File: config.mk
export PLATFORM = sky130hd
export DESIGN_NAME = pit_table
export DESIGN_NICKNAME = d
export VERILOG_FILES = /design/src/common/ndn_pkg.sv /design/src/pit/pit_table.sv
export VERILOG_INCLUDE_DIRS = /design/src /design/src/common
export SDC_FILE = /design/constraint.sdc
export NUM_CORES = 1
export LEC_CHECK = 0
export BUFFER_PORTS_ARGS = -buffer_cell sky130_fd_sc_hd__buf_2
export CORE_MARGIN = 2
export CORE_UTILIZATION = 35
export CTS_CLUSTER_SIZE = 8
export DETAILED_ROUTE_END_ITERATION = 7
export PLACE_DENSITY_LB_ADDON = 0.3
export SLEW_MARGIN = 0
export SYNTH_ARGS = -nofsm -noshare
export SYNTH_HDL_FRONTEND = slang
export SYNTH_SLANG_ARGS = --single-unit
File: constraint.sdc
create_clock -name clk -period 6.44 [get_ports clk]
set_input_delay 0.644 -clock clk [delete_from_list [all_inputs] [get_ports clk]]
set_output_delay 0.644 -clock clk [all_outputs]
set_load 0.01 [all_outputs]
File: src/common/ndn_params.svh
// Table sizes and packet byte counts for the NDN router, included by RTL needing them
`ifndef NDN_PARAMS_SVH
`define NDN_PARAMS_SVH

// Name and payload sizes in bytes
`define NDN_PREFIX_BYTES 8
`define NDN_DATA_BYTES 4

// Hash width, also log2 of the FIB row size
`define NDN_HASH_BITS 6

// One FIB row per possible prefix length
`define NDN_NUM_LENGTHS 64

`define NDN_PIT_DEPTH 4

// Emitted packet sizes, interest is the longest
`define NDN_OUT_MAX_BYTES (1 + 2 * `NDN_PREFIX_BYTES)
`define NDN_DATA_OUT_BYTES (1 + `NDN_PREFIX_BYTES + `NDN_DATA_BYTES)

`endif

File: src/common/ndn_pkg.sv
// Shared types for the NDN router, referenced by scoped name from the RTL and the testbench
package ndn_pkg;

    // Packet kind in the top two bits of the metadata byte
    typedef enum logic [1:0] {
        KIND_ROUTE    = 2'd0,
        KIND_INTEREST = 2'd1,
        KIND_DATA     = 2'd2
    } ndn_kind_e;

    // Metadata byte with kind on top and prefix length in bits below
    typedef struct packed {
        ndn_kind_e  kind;
        logic [5:0] len;
    } ndn_meta_t;

    // PIT request type
    typedef enum logic {
        PIT_INSERT = 1'b0,
        PIT_CLAIM  = 1'b1
    } pit_op_e;

    typedef struct packed {
        logic        valid;
        pit_op_e     op;
        logic [63:0] prefix;
    } pit_req_t;

    // Hit means already pending on insert, found and cleared on claim
    typedef struct packed {
        logic done;
        logic hit;
    } pit_rsp_t;

    // FIB parser and serializer states
    typedef enum logic [2:0] {
        ST_IDLE,
        ST_META,
        ST_PREFIX,
        ST_PAYLOAD,
        ST_HASH,
        ST_PROBE,
        ST_PIT_WAIT,
        ST_EMIT
    } fib_state_e;

endpackage

File: src/pit/pit_table.sv
// Pending interest table answering FIB insert and claim requests one cycle later
`timescale 1ns/10ps

`include "ndn_params.svh"

module pit_table (
    input  logic              clk,
    input  logic              rst,
    input  ndn_pkg::pit_req_t pit_req,
    output ndn_pkg::pit_rsp_t pit_rsp
);
    localparam int DEPTH = `NDN_PIT_DEPTH;
    localparam int IW    = $clog2(DEPTH);

    logic [63:0]      entry_prefix [DEPTH];
    logic [DEPTH-1:0] entry_valid;
    // Age rank among valid entries, 0 is newest
    logic [IW-1:0]    entry_age [DEPTH];

    logic          hit;
    logic [IW-1:0] hit_idx;
    logic          has_free;
    logic [IW-1:0] free_idx;
    logic [IW-1:0] oldest;
    logic [IW-1:0] wr_idx;
    logic          do_insert;
    logic          do_clear;

    // Scan downward so the lowest index wins
    always_comb begin
        hit      = 1'b0;
        hit_idx  = '0;
        has_free = 1'b0;
        free_idx = '0;
        oldest   = '0;
        for (int i = DEPTH - 1; i >= 0; i--) begin
            if (entry_valid[i] && entry_prefix[i] == pit_req.prefix) begin
                hit     = 1'b1;
                hit_idx = IW'(i);
            end
            if (!entry_valid[i]) begin
                has_free = 1'b1;
                free_idx = IW'(i);
            end
            // Only meaningful when full, ranks are then unique
            if (entry_age[i] == IW'(DEPTH - 1)) begin
                oldest = IW'(i);
            end
        end
    end

    assign wr_idx    = has_free ? free_idx : oldest;
    assign do_insert = pit_req.valid && pit_req.op == ndn_pkg::PIT_INSERT && !hit;
    assign do_clear  = pit_req.valid && pit_req.op == ndn_pkg::PIT_CLAIM && hit;

    always_ff @(posedge clk or posedge rst) begin
        if (rst) begin
            entry_valid <= '0;
            pit_rsp     <= '0;
            for (int i = 0; i < DEPTH; i++) begin
                entry_age[i] <= '0;
            end
        end else begin
            pit_rsp.done <= pit_req.valid;
            pit_rsp.hit  <= pit_req.valid && hit;
            if (do_insert) begin
                entry_valid[wr_idx] <= 1'b1;
                // New entry is youngest, the rest age by one
                for (int i = 0; i < DEPTH; i++) begin
                    if (IW'(i) == wr_idx) begin
                        entry_age[i] <= '0;
                    end else if (entry_valid[i]) begin
                        entry_age[i] <= entry_age[i] + 1'b1;
                    end
                end
            end
            if (do_clear) begin
                entry_valid[hit_idx] <= 1'b0;
                // Close the gap in the age ranks
                for (int i = 0; i < DEPTH; i++) begin
                    if (entry_valid[i] && entry_age[i] > entry_age[hit_idx]) begin
                        entry_age[i] <= entry_age[i] - 1'b1;
                    end
                end
            end
        end
    end

    always_ff @(posedge clk) begin
        if (do_insert) begin
            entry_prefix[wr_idx] <= pit_req.prefix;
        end
    end

endmodule

==> flow_summary.toml <==
[critical_path]
start_kind = "input pin"
crit_type = "input pin to register"
slowest_delay_ns = 0.80
crit_path_end_kind = "register"
cp_top_family = "simple AND/OR/NAND/NOR gates"
r2r-start = "entry_valid[1]"
path_cells = "buf_2 > nand2b_1 > o2111ai_1 > nor4_1 > nand4_1 > or4_2 > nand2_1 > nor2_1 > a31o_2 > a21oi_1 > ha_1 > or2_2 > a41oi_1 > o211a_1 > or2_2 > a21oi_1 > o32ai_1"
worstPathMaxFanout = 11
cp_data_required_time_ns = 6.85
cpMaxStageDelayCell = "or4_2"
crit_buf_inv = 1
crit_start = "pit_req[18]"
crit_arrival_ns = 5.21

[logic_synthesis]
yosys_warnings = 0
synthArstFlopShare_pct = 5.19
syn-num-nets = 1104
yosysTopAreaCell = "edfxtp_1"
ys_types = 79
synth.area.top_cells = "edfxtp_1 (58%), xnor2_1 (10%), nand2b_1 (5.0%)"
synth_ff_type = "edfxtp_1"
synthCells = 1028
avgSynthCellArea_um2 = 12.9
ys_seq_area_share_pct = 60.7
synth_edf_count = 256
synth_seq_cells = 270
syn-cell-area_um2 = 13200
yosys.area.top_type_share_pct = 58.0

[floorplan]
core-area_um2 = 37500
die_x_um = 199
initial_core_util_pct = 35.3
die_height_um = 199
num_rows = 71
io_pins = 70
fp.dieArea_um2 = 39400

[timing]
fin_crit_ns = 4.79
slew_violations = 0
clock_skew_ns = 0.0240
slew-limit-headroom_pct = 29.8
hold_viol = 0
fin_tns_setup_ns = 0
worst_slew_pin_slew_ns = 1.05
fin_crit_sh_pct = 74.4
setup_viol = 0
rsz0062_at_grt = "false"
fmax_ghz = 0.209

[cts]
cts_tree = "done"
clk_path_buf_depth = 3
postCtsSetupRepairBufs = 0
root_buffer = "clkbuf_16"
worstSkewPairLatency_ns = 0.53
numCtsBuffers = 39
cts_sinks = 270
postCtsHoldBufs = 0
cts.repair.resized = 0
htree_num_levels = 2
clkTransAtPathRegs_ns = 0.05

[global_routing]
antenna_found_initial = 1
track_usage_pct = 21.7
grt_pass1_wl_um = 61000
grt_pass1_vias = 8679
grt_max_degree = 66
overflow = 0

[pwr]
ir_drop_v = 0.000247
sequentialPowerShare_pct = 45.1
leakagePower_nw = 4.96
p_switching_w = 0.00170
power_frac_clock_pct = 33.4
combPwrFrac_pct = 21.6
internal_power_w = 0.00377
power_density_nw_per_um2 = 360
swShare_pct = 31.1
finalPower_w = 0.00547

[place]
port_buffers = 69
gp_congestion = 0.939
place_hpwl_um = 31100

[layout]
drive_above_1_share_pct = 12.9
layout.nets = 1192
area_delta_synth_final_pct = 14.6
fill_cells = 3614
layout_common_cells = "edfxtp_1 (256), xnor2_1 (151), nand2b_1 (105)"
layout.cells.most_common = "edfxtp_1"

[run_status]
status = "completed"

[route]
drt_iter0_drc = 876
vias = 8939
drtAntennaViolNets = 0
routedWlPerCell_um = 25.7
wirelength_um = 42200
first_pass_iters = 5
vias_per_cell = 5.45
route.detailed.drc = 0

[hold_path]
hold_class = "input pin to asynchronous set/reset pin"

[run]
maxCapViolCount = 0
registers in the layout (all words and copies together) (netlist names):
name	count
entry_valid	4
pit_rsp	2
entry_prefix	256
entry_age	8
cell families (layout without fill, tap and decap cells):
group	Yosys count	in the layout	share of synthesized area, %
XOR/XNOR	191	191	12.9
AND/OR/NAND/NOR	414	414	18.6
multiplexers	3	3	0.227
adder cells (fa/ha/maj)	8	8	0.756
AO/OA/AOI/OAI	76	76	4.51
flip-flops	270	270	60.7
other	0	1	0
buffers and inverters	66	167	2.31
cells in the mapped netlist (6+ instances only):
| cell | number |
|---|---|
| ha_1 | 8 |
| edfxtp_1 | 256 |
| nand4b_1 | 9 |
| dfrtp_1 | 14 |
| nand2b_1 | 105 |
| nand3_1 | 40 |
| clkbuf_1 | 15 |
| inv_1 | 39 |
| nand2_1 | 36 |
| nor2_1 | 38 |
| nand4_1 | 85 |
| or4_1 | 8 |
| nor4_1 | 32 |
| o21ai_0 | 9 |
| nor2b_1 | 6 |
| o22ai_1 | 6 |
| o2111ai_1 | 13 |
| a21oi_1 | 9 |
| xor2_1 | 36 |
| nor3_1 | 19 |
| xnor2_1 | 151 |
routing by layer:
layer  share of wire (%)  up-vias  global-route usage [%]
li1                    -     4024                       -
met1                  44     4522                    29.7
met2                  47      323                    35.2
met3                 5.9       70                    3.56
met4                 3.1        0                    7.05
met5                   0        -                       0
area by class of cell:
class / count / area [µm²] / share of cell area, %
flip-flops and latches: 270 / 8040 / 52.9
multi-input cells: 692 / 4940 / 32.5
clock buffers: 53 / 1030 / 6.77
well taps: 511 / 639 / 4.21
repair buffers: 74 / 383 / 2.52
inverters: 39 / 146 / 0.964
clock inverters: 1 / 8.76 / 0.0577
diodes: 1 / 2.50 / 0.0165
worst paths after layout:
| kind | end | slack, ns | cells after the start |
|---|---|---|---|
| min in group clk | pit_rsp[1] | 0.28 | 1 |
| setup reg to reg | entry_age[6] | 1.66 | 15 |
| hold / removal | entry_age[1] | 0.19 | 2 |
| hold reg to reg | entry_age[6] | 0.55 | 1 |
| max in group asynchronous | pit_rsp[0] | 5.84 | 2 |
| setup / recovery | entry_age[6] | 1.65 | 17 |
power groups by stage:
stage	clock [W]	combinational (W)	sequential (W)
floorplan	0	0.000757	0.00246
global placement	0	0.00117	0.00249
detailed placement	0	0.00117	0.00250
CTS	0.00186	0.00118	0.00247
global route	0.00193	0.00127	0.00250
finish	0.00183	0.00118	0.00247
worst register-to-register path, stage by stage (launching register included):
cell	delay (ns)
dfrtp_1	0.57
nand3_1	0.17
nor4_1	0.65
nand4_1	0.25
or4_2	0.80
nand2_1	0.13
nor2_1	0.07
a31o_2	0.26
a21oi_1	0.34
ha_1	0.32
or2_2	0.29
a41oi_1	0.22
o211a_1	0.19
or2_2	0.11
a21oi_1	0.05
o32ai_1	0.25
stage by stage:
step | std cells | instance area, µm² | utilization, % | setup WS, ns | hold WS (ns)
final | 1641 | 15200 | 40.5 | 1.65 | 0.193
after CTS | 1640 | 15200 | 40.5 | 1.67 | 0.204
after floorplan | 1028 | 13300 | - | 1.12 | 0.493
after global placement | 1586 | 14100 | 37.7 | 1.25 | 0.529
after global routing | 1640 | 15200 | 40.5 | 1.49 | 0.255
after detailed placement | 1586 | 14100 | 37.7 | 1.20 | 0.539
No activity file was read; power rests on OpenSTA's default activity.
